==> config.mk <==
export PLATFORM = sky130hd
export DESIGN_NAME = uart_top
export DESIGN_NICKNAME = d
export VERILOG_FILES = /design/src/common/uart_pkg.sv /design/src/hw/uart_baud_gen.sv /design/src/hw/uart_fifo.sv /design/src/hw/uart_top.sv /design/src/hw/uart_wb_regs.sv /design/src/uart/uart_rx.sv /design/src/uart/uart_tx.sv
export VERILOG_INCLUDE_DIRS = /design/src /design/src/common
export SDC_FILE = /design/constraint.sdc
export NUM_CORES = 1
export LEC_CHECK = 0
export BUFFER_PORTS_ARGS = -buffer_cell sky130_fd_sc_hd__buf_4
export CELL_PAD_IN_SITES_DETAIL_PLACEMENT = 1
export CELL_PAD_IN_SITES_GLOBAL_PLACEMENT = 2
export CORE_MARGIN = 8
export CORE_UTILIZATION = 44
export CTS_BUF_LIST = sky130_fd_sc_hd__clkbuf_4
export DETAILED_ROUTE_END_ITERATION = 6
export GPL_ROUTABILITY_DRIVEN = 0
export PLACE_DENSITY = 0.82
export SLEW_MARGIN = 20
export SYNTH_ARGS = -nofsm -noshare
export SYNTH_HDL_FRONTEND = slang
export SYNTH_SLANG_ARGS = --single-unit
==> constraint.sdc <==
create_clock -name clk -period 3.1 [get_ports clk]
set_input_delay 0.31 -clock clk [delete_from_list [all_inputs] [get_ports clk]]
set_output_delay 0.31 -clock clk [all_outputs]
set_load 0.005 [all_outputs]
==> src/common/uart_defines.svh <==
`ifndef UART_DEFINES_SVH
`define UART_DEFINES_SVH

// Entries per FIFO, power of two
`define UART_FIFO_DEPTH 8

// Divisor after reset, tick every second clock
`define UART_DIV_RESET 1

// Word offsets on the Wishbone bus
`define UART_REG_DATA 0
`define UART_REG_STATUS 1
`define UART_REG_DIV 2

// STATUS register bits
`define UART_ST_RX_VALID 0
`define UART_ST_TX_FULL 1
`define UART_ST_TX_EMPTY 2
`define UART_ST_PAR_ERR 3
`define UART_ST_FRM_ERR 4

`endif

==> src/common/uart_pkg.sv <==
package uart_pkg;

    // One received 8E1 frame as it sits in the receive FIFO
    typedef struct packed {
        logic       frm_err;
        logic       par_err;
        logic [7:0] data;
    } rx_frame_t;

    typedef logic [7:0] tx_byte_t;

    // Clocks per sample tick, minus one
    typedef logic [15:0] divisor_t;

    typedef enum logic [2:0] {
        RX_IDLE,
        RX_START,
        RX_BIT,
        RX_SHIFT,
        RX_STOP,
        RX_SAVE
    } rx_state_t;

    typedef enum logic {
        TX_IDLE,
        TX_SEND
    } tx_state_t;

endpackage

==> src/hw/uart_baud_gen.sv <==
`timescale 1ns/1ps

`include "uart_defines.svh"

module uart_baud_gen
    import uart_pkg::*;
(
    input  logic     clk,
    input  logic     rstn,
    input  divisor_t divisor,
    input  logic     div_load,
    output logic     sample_tick
);

    divisor_t cnt;

    // Down-counter, reload on zero or on a fresh divisor
    always_ff @(posedge clk or negedge rstn)
    begin
        if (!rstn)
            cnt <= divisor_t'(`UART_DIV_RESET);
        else if (div_load || cnt == '0)
            cnt <= divisor;
        else
            cnt <= cnt - 1'b1;
    end

    assign sample_tick = (cnt == '0);

endmodule

==> src/hw/uart_fifo.sv <==
`timescale 1ns/1ps

`include "uart_defines.svh"

module uart_fifo #(
    parameter type payload_t = logic [7:0],
    parameter int  DEPTH     = `UART_FIFO_DEPTH
) (
    input  logic     clk,
    input  logic     rstn,
    input  logic     push,
    input  payload_t push_data,
    input  logic     pop,
    output payload_t head,
    output logic     empty,
    output logic     full
);

    localparam int AW = $clog2(DEPTH);

    payload_t      mem [DEPTH];
    logic [AW-1:0] wr_ptr;
    logic [AW-1:0] rd_ptr;
    logic [AW:0]   count;
    logic          do_push;
    logic          do_pop;

    // Overflow and underflow requests are dropped
    assign do_push = push && !full;
    assign do_pop  = pop && !empty;

    always_ff @(posedge clk or negedge rstn)
    begin
        if (!rstn)
        begin
            wr_ptr <= '0;
            rd_ptr <= '0;
            count  <= '0;
        end
        else
        begin
            if (do_push)
                wr_ptr <= wr_ptr + 1'b1;
            if (do_pop)
                rd_ptr <= rd_ptr + 1'b1;
            count <= count + (AW+1)'(do_push) - (AW+1)'(do_pop);
        end
    end

    always_ff @(posedge clk)
    begin
        if (do_push)
            mem[wr_ptr] <= push_data;
    end

    assign head  = mem[rd_ptr];
    assign empty = (count == '0);
    assign full  = (count == (AW+1)'(DEPTH));

endmodule

==> src/hw/uart_top.sv <==
`timescale 1ns/1ps

module uart_top
    import uart_pkg::*;
(
    input  logic        clk,
    input  logic        rstn,
    input  logic        wb_cyc,
    input  logic        wb_stb,
    input  logic        wb_we,
    input  logic [31:0] wb_adr,
    input  logic [31:0] wb_dat_w,
    output logic [31:0] wb_dat_r,
    output logic        wb_ack,
    input  logic        rxd,
    output logic        txd
);

    rx_frame_t rx_frame;
    rx_frame_t rx_head;
    tx_byte_t  tx_data;
    tx_byte_t  tx_head;
    divisor_t  divisor;
    logic      frame_valid;
    logic      rx_pop;
    logic      rx_empty;
    logic      rx_full;
    logic      tx_push;
    logic      tx_pop;
    logic      tx_empty;
    logic      tx_full;
    logic      tx_busy;
    logic      div_load;
    logic      sample_tick;

    uart_wb_regs u_regs (
        .clk      (clk),
        .rstn     (rstn),
        .wb_cyc   (wb_cyc),
        .wb_stb   (wb_stb),
        .wb_we    (wb_we),
        .wb_adr   (wb_adr),
        .wb_dat_w (wb_dat_w),
        .rx_head  (rx_head),
        .rx_empty (rx_empty),
        .tx_full  (tx_full),
        .tx_busy  (tx_busy),
        .wb_dat_r (wb_dat_r),
        .wb_ack   (wb_ack),
        .rx_pop   (rx_pop),
        .tx_push  (tx_push),
        .tx_data  (tx_data),
        .divisor  (divisor),
        .div_load (div_load)
    );

    uart_baud_gen u_baud (
        .clk         (clk),
        .rstn        (rstn),
        .divisor     (divisor),
        .div_load    (div_load),
        .sample_tick (sample_tick)
    );

    // Receive path
    uart_rx u_rx (
        .clk         (clk),
        .rstn        (rstn),
        .sample_tick (sample_tick),
        .rxd         (rxd),
        .frame_valid (frame_valid),
        .frame       (rx_frame)
    );

    uart_fifo #(.payload_t(rx_frame_t)) rx_fifo (
        .clk       (clk),
        .rstn      (rstn),
        .push      (frame_valid),
        .push_data (rx_frame),
        .pop       (rx_pop),
        .head      (rx_head),
        .empty     (rx_empty),
        .full      (rx_full)
    );

    // Transmit path
    uart_fifo #(.payload_t(tx_byte_t)) tx_fifo (
        .clk       (clk),
        .rstn      (rstn),
        .push      (tx_push),
        .push_data (tx_data),
        .pop       (tx_pop),
        .head      (tx_head),
        .empty     (tx_empty),
        .full      (tx_full)
    );

    uart_tx u_tx (
        .clk         (clk),
        .rstn        (rstn),
        .sample_tick (sample_tick),
        .tx_empty    (tx_empty),
        .tx_head     (tx_head),
        .tx_pop      (tx_pop),
        .txd         (txd),
        .tx_busy     (tx_busy)
    );

endmodule

==> src/hw/uart_wb_regs.sv <==
`timescale 1ns/1ps

`include "uart_defines.svh"

module uart_wb_regs
    import uart_pkg::*;
(
    input  logic        clk,
    input  logic        rstn,
    input  logic        wb_cyc,
    input  logic        wb_stb,
    input  logic        wb_we,
    input  logic [31:0] wb_adr,
    input  logic [31:0] wb_dat_w,
    input  rx_frame_t   rx_head,
    input  logic        rx_empty,
    input  logic        tx_full,
    input  logic        tx_busy,
    output logic [31:0] wb_dat_r,
    output logic        wb_ack,
    output logic        rx_pop,
    output logic        tx_push,
    output tx_byte_t    tx_data,
    output divisor_t    divisor,
    output logic        div_load
);

    logic        sel_data;
    logic        sel_status;
    logic        sel_div;
    logic        wr_acc;
    logic        rd_acc;
    logic [31:0] status;
    logic [31:0] rd_data;

    ////////////////////////////////////////
    // Bus handshake
    ////////////////////////////////////////

    // One ack per request, then a dead cycle
    always_ff @(posedge clk or negedge rstn)
    begin
        if (!rstn)
            wb_ack <= 1'b0;
        else
            wb_ack <= wb_cyc && wb_stb && !wb_ack;
    end

    // Byte address, word offsets
    assign sel_data   = (wb_adr[31:2] == 30'(`UART_REG_DATA));
    assign sel_status = (wb_adr[31:2] == 30'(`UART_REG_STATUS));
    assign sel_div    = (wb_adr[31:2] == 30'(`UART_REG_DIV));

    assign wr_acc = wb_ack && wb_we;
    assign rd_acc = wb_ack && !wb_we;

    // FIFO strobes land on the ack edge
    assign tx_push = wr_acc && sel_data && !tx_full;
    assign tx_data = wb_dat_w[7:0];
    assign rx_pop  = rd_acc && sel_data && !rx_empty;

    ////////////////////////////////////////
    // Divisor
    ////////////////////////////////////////

    always_ff @(posedge clk or negedge rstn)
    begin
        if (!rstn)
        begin
            divisor  <= divisor_t'(`UART_DIV_RESET);
            div_load <= 1'b0;
        end
        else
        begin
            if (wr_acc && sel_div)
                divisor <= wb_dat_w[15:0];
            // Restart the tick counter once the new value is in place
            div_load <= wr_acc && sel_div;
        end
    end

    ////////////////////////////////////////
    // Read data
    ////////////////////////////////////////

    always_comb
    begin
        status                    = '0;
        status[`UART_ST_RX_VALID] = !rx_empty;
        status[`UART_ST_TX_FULL]  = tx_full;
        status[`UART_ST_TX_EMPTY] = !tx_busy;
        // Error flags only mean something with a frame at the head
        status[`UART_ST_PAR_ERR]  = !rx_empty && rx_head.par_err;
        status[`UART_ST_FRM_ERR]  = !rx_empty && rx_head.frm_err;
    end

    always_comb
    begin
        rd_data = '0;
        if (sel_data && !rx_empty)
            rd_data = 32'(rx_head);
        else if (sel_status)
            rd_data = status;
        else if (sel_div)
            rd_data = {16'd0, divisor};
    end

    assign wb_dat_r = wb_ack ? rd_data : '0;

endmodule

==> src/uart/uart_rx.sv <==
`timescale 1ns/1ps

module uart_rx
    import uart_pkg::*;
(
    input  logic      clk,
    input  logic      rstn,
    input  logic      sample_tick,
    input  logic      rxd,
    output logic      frame_valid,
    output rx_frame_t frame
);

    rx_state_t  state;
    logic [3:0] tick_cnt;
    logic [3:0] bit_cnt;
    logic       smp;
    logic       rxd_s;
    logic [8:0] shreg;
    logic       last_tick;

    ////////////////////////////////////////
    // Line sampling
    ////////////////////////////////////////

    // FSM works on the sample one clock after the tick
    always_ff @(posedge clk or negedge rstn)
    begin
        if (!rstn)
            smp <= 1'b0;
        else
            smp <= sample_tick;
    end

    always_ff @(posedge clk)
    begin
        if (sample_tick)
            rxd_s <= rxd;
    end

    assign last_tick = smp && (tick_cnt == 4'd0);

    ////////////////////////////////////////
    // Frame FSM
    ////////////////////////////////////////

    always_ff @(posedge clk or negedge rstn)
    begin
        if (!rstn)
        begin
            state    <= RX_IDLE;
            tick_cnt <= 4'd7;
            bit_cnt  <= 4'd8;
        end
        else
        begin
            case (state)
                RX_IDLE:
                begin
                    // Mid-bit of the start bit is 8 ticks away
                    tick_cnt <= 4'd7;
                    if (smp && !rxd_s)
                        state <= RX_START;
                end
                RX_START:
                begin
                    if (smp && tick_cnt != 4'd0)
                        tick_cnt <= tick_cnt - 4'd1;
                    else if (last_tick && rxd_s)
                        state <= RX_IDLE;
                    else if (last_tick)
                    begin
                        state    <= RX_BIT;
                        tick_cnt <= 4'd15;
                        bit_cnt  <= 4'd8;
                    end
                end
                RX_BIT:
                begin
                    if (smp && tick_cnt != 4'd0)
                        tick_cnt <= tick_cnt - 4'd1;
                    else if (last_tick)
                    begin
                        state    <= RX_SHIFT;
                        tick_cnt <= 4'd15;
                    end
                end
                RX_SHIFT:
                begin
                    // A tick here still counts toward the next bit
                    if (smp)
                        tick_cnt <= tick_cnt - 4'd1;
                    if (bit_cnt == 4'd0)
                        state <= RX_STOP;
                    else
                    begin
                        bit_cnt <= bit_cnt - 4'd1;
                        state   <= RX_BIT;
                    end
                end
                RX_STOP:
                begin
                    if (smp && tick_cnt != 4'd0)
                        tick_cnt <= tick_cnt - 4'd1;
                    else if (last_tick)
                        state <= RX_SAVE;
                end
                default:
                    state <= RX_IDLE;
            endcase
        end
    end

    // Data and parity LSB first, flags taken at the stop sample
    always_ff @(posedge clk)
    begin
        if (state == RX_BIT && last_tick)
            shreg <= {rxd_s, shreg[8:1]};
        if (state == RX_STOP && last_tick)
            frame <= '{frm_err: ~rxd_s, par_err: ^shreg, data: shreg[7:0]};
    end

    assign frame_valid = (state == RX_SAVE);

endmodule

==> src/uart/uart_tx.sv <==
`timescale 1ns/1ps

module uart_tx
    import uart_pkg::*;
(
    input  logic     clk,
    input  logic     rstn,
    input  logic     sample_tick,
    input  logic     tx_empty,
    input  tx_byte_t tx_head,
    output logic     tx_pop,
    output logic     txd,
    output logic     tx_busy
);

    tx_state_t   state;
    logic [10:0] shreg;
    logic [3:0]  tick_cnt;
    logic [3:0]  bit_cnt;

    // Take the next byte as soon as the line is free
    assign tx_pop = (state == TX_IDLE) && !tx_empty;

    // Also busy while a byte waits to be taken
    assign tx_busy = (state != TX_IDLE) || !tx_empty;

    assign txd = shreg[0];

    ////////////////////////////////////////
    // Frame shifter
    ////////////////////////////////////////

    always_ff @(posedge clk or negedge rstn)
    begin
        if (!rstn)
        begin
            state    <= TX_IDLE;
            shreg    <= '1;
            tick_cnt <= 4'd0;
            bit_cnt  <= 4'd0;
        end
        else
        begin
            case (state)
                TX_IDLE:
                begin
                    if (tx_pop)
                    begin
                        // Stop, even parity, data, start
                        shreg    <= {1'b1, ^tx_head, tx_head, 1'b0};
                        tick_cnt <= 4'd0;
                        bit_cnt  <= 4'd0;
                        state    <= TX_SEND;
                    end
                end
                TX_SEND:
                begin
                    if (sample_tick)
                    begin
                        tick_cnt <= tick_cnt + 4'd1;
                        if (tick_cnt == 4'd15)
                        begin
                            shreg <= {1'b1, shreg[10:1]};
                            if (bit_cnt == 4'd10)
                                state <= TX_IDLE;
                            else
                                bit_cnt <= bit_cnt + 4'd1;
                        end
                    end
                end
                default:
                    state <= TX_IDLE;
            endcase
        end
    end

endmodule
==> run metrics <==
CTS Root Buffer Type=clkbuf_4; Max Root-Sink Buffers=3; CTS tree=yes; Clk Latency, worst-skew pair=0.66 ns; ys flop type=edfxtp_1; Seq pwr share=54.7%; vias in the first global route=7545; vias per cell=5.23; Post-synth EDFFs=164; worst-path cell chain=buf_6, mux4_2, mux2i_1, o22a_1, nor2_1, buf_4; first-pass GRT wire length=40.2 mm; area delta synth->final=18.5%; # diodes=0; Worst Max-Slew Pin Slew=0.883 ns; minimum clock period=2.83 ns; number of max-cap violations=0; total power=6.46 mW; Nets=1007; power density over the cells=500 mW/mm^2; post-route cell area=0.0129 mm^2; HPWL after detailed placement=17.4 mm; Final setup violation count=0; CTS Buf Count=66; largest net degree at the start of global routing=76; Leakage=5.03 nW; largest fanout on the critical path=22; Vias=6690; core area=0.0243 mm^2; max incr delay on CP=0.55 ns; Critical Path End Type=primary output; Crit path arrival time=2.52 ns; Setup WS post-layout=0.269 ns; drt first pass iters=4; Post-DP Area=0.0119 mm^2; RSZ-0062 raised after global routing=false; Initial Utilization=44.9%; antenna violations before repair=0; Final Hold Vio Count=0; Syn Inst Count=748; sequential share of the synthesized area=64.8%; wire per inst=19.6 um; Layout Skew=0.0606 ns; die footprint=0.0301 mm^2; ys async rst share=34.1%; Syn Area/Cell=14.6 um^2; total gr overflow=0; Combinational Power Share=2.2%; Filler Cells Inserted=2450; Critical-path top delay cell=mux4_2; Setup TNS Final=0 ns; f_max=353 MHz; clock power share=43.1%; IO Count=104; Rows=57; Initial DRC Count=331; width of the die=173 um; fin util=53.2%; Setup CP Type=register to primary output; DIE HEIGHT=173 um; drt total wl=25.1 mm; Post-Place Setup Slack=0.345 ns; hold crit path type=input port to async pin; GRT Resource Usage Total=16.7%; Slew headroom=40.8%; largest delay contributor family on the critical path=multiplexers; Routed Antenna Nets=0; sw frac=21.4%; peak supply drop=0.000356 V; fin. max-slew vios=0; CTS clk-pin slew, worst paths=0.06 ns; status=complete, no violations; CP Data Required Time=2.79 ns; Port-buffer cells=69; share of cells above drive strength 1=27.6%; Ys Warns=0; startpoint type of the worst setup path=register; Tcrit/Tclk final=91.3%; Psw=1.38 mW; # Post-CTS Setup Buffers=0; DRC=0; CTS sink cnt=249; Synth Cell Area=0.0109 mm^2; post-synth cell types=63; synthesis-stage register bit count=249; Internal Power=5.08 mW; htree depth=3; Buf+Inv Stages, Crit Path=2
==> synthesized netlist by cell type, drive strengths merged (3+ instances only) <==
cell type	n	share of area [%]
a31oi	8	0.46
edfxtp	164	45
a211oi	4	0.28
a21o	3	0.21
nor4	14	0.86
a21oi	31	1.4
and2	4	0.23
nor2	54	1.9
clkbuf	15	0.52
mux2i	18	1.7
ha	24	2.8
nor4b	5	0.40
mux2	16	1.7
nand2b	4	0.23
xor2	13	1.0
o22a	6	0.48
and3	10	0.57
buf	28	1.9
nand3	11	0.50
or3	5	0.29
mux4	36	7.7
inv	36	1.2
dfrtp	69	16
nand2	46	1.6
dfstp	16	3.9
o21ai	31	1.4
nor3b	3	0.25
xnor2	28	2.2
nor2b	6	0.34
nor3	10	0.50
==> layout make-up <==
| type | count | area [um^2] | share of cell area (%) |
|---|---|---|---|
| multi-input cells | 434 | 3490 | 27.0 |
| flip-flops and latches | 249 | 7070 | 54.7 |
| well taps | 324 | 405 | 3.14 |
| clock inverters | 13 | 77.6 | 0.600 |
| repair buffers | 123 | 992 | 7.67 |
| inverters | 37 | 139 | 1.07 |
| clock buffers | 100 | 751 | 5.81 |
==> kinds of logic (layout without fill, tap and decap cells) <==
logic type | count (synthesis) | in the layout | synth area share [%]
AO/OA/AOI/OAI | 97 | 97 | 5.37
XOR/XNOR | 41 | 41 | 3.29
adder cells (fa/ha/maj) | 26 | 26 | 3.12
buffers and inverters | 80 | 273 | 3.69
flip-flops | 249 | 249 | 64.8
multiplexers | 70 | 70 | 11.1
other | 1 | 16 | 0.0344
AND/OR/NAND/NOR | 184 | 184 | 8.57
==> metrics by stage <==
step | cells | hold WS (ns)
after floorplan | 763 | 0.0144
after global placement | 1145 | 0.459
after detailed placement | 1145 | 0.463
after CTS | 1279 | 0.217
after global routing | 1280 | 0.180
final | 1280 | 0.200
==> sequential cells by signal, indices dropped and copies added (netlist names), 3 cells and up <==
register	cells
rx_fifo.wr_ptr	3
tx_fifo.mem	64
u_rx.frame	10
u_rx.bit_cnt	4
u_tx.bit_cnt	4
u_rx.tick_cnt	4
u_rx.state	3
rx_fifo.mem	80
u_regs.divisor	16
tx_fifo.rd_ptr	3
rx_fifo.count	4
u_baud.cnt	16
u_rx.shreg	9
u_tx.tick_cnt	4
rx_fifo.rd_ptr	3
u_tx.shreg	10
tx_fifo.wr_ptr	3
tx_fifo.count	4
==> power groups by stage <==
| stage | Sequential (mW) | Clock (mW) | Combinational, mW |
|---|---|---|---|
| after floorplan | 3.60 | 0 | 0.0355 |
| after global placement | 3.60 | 0 | 0.113 |
| after detailed placement | 3.60 | 0 | 0.119 |
| after CTS | 3.53 | 2.89 | 0.141 |
| after global routing | 3.53 | 3.05 | 0.157 |
| final | 3.53 | 2.79 | 0.143 |
==> worst paths after layout <==
| check | startpoint | to | slack, ns | depth (start not counted) |
|---|---|---|---|---|
| min in group clk | wb_adr[2] | u_regs.div_load | 0.28 | 4 |
| hold / removal | rstn | tx_fifo.rd_ptr[2] | 0.20 | 2 |
| setup reg to reg | rx_fifo.count[2] | rx_fifo.count[3] | 0.52 | 12 |
| max in group asynchronous | rstn | u_baud.cnt[14] | 2.07 | 4 |
| setup / recovery | rx_fifo.rd_ptr[0] | wb_dat_r[8] | 0.27 | 6 |
| hold reg to reg | u_tx.shreg[1] | u_tx.shreg[0] | 0.46 | 2 |
==> layout by cell type, fill, tap and decap left out, types with 21 or more instances in the layout <==
cell type and instances:
ha_1 24, nand2_1 46, inv_1 35, buf_4 100, nor2_1 54, edfxtp_1 164, a21oi_1 31, dfrtp_1 68
mux4_2 27, xnor2_1 28, clkbuf_4 100, dlygate4sd3_1 21
==> timing repair <==
item / CTS / global route
hold endpoints to repair: 141 / 0
hold buffers: 21 / 0
endpoints found under the setup margin: 1 / 3
gates resized for setup: 1 / 1
==> per-layer routing <==
metal	share of wire [%]	track usage [%]
met1	42	19.6
met2	52	29.1
met3	3.2	3.77
met4	2.7	7.11
met5	0	0
(Power assumes the default switching activity.)
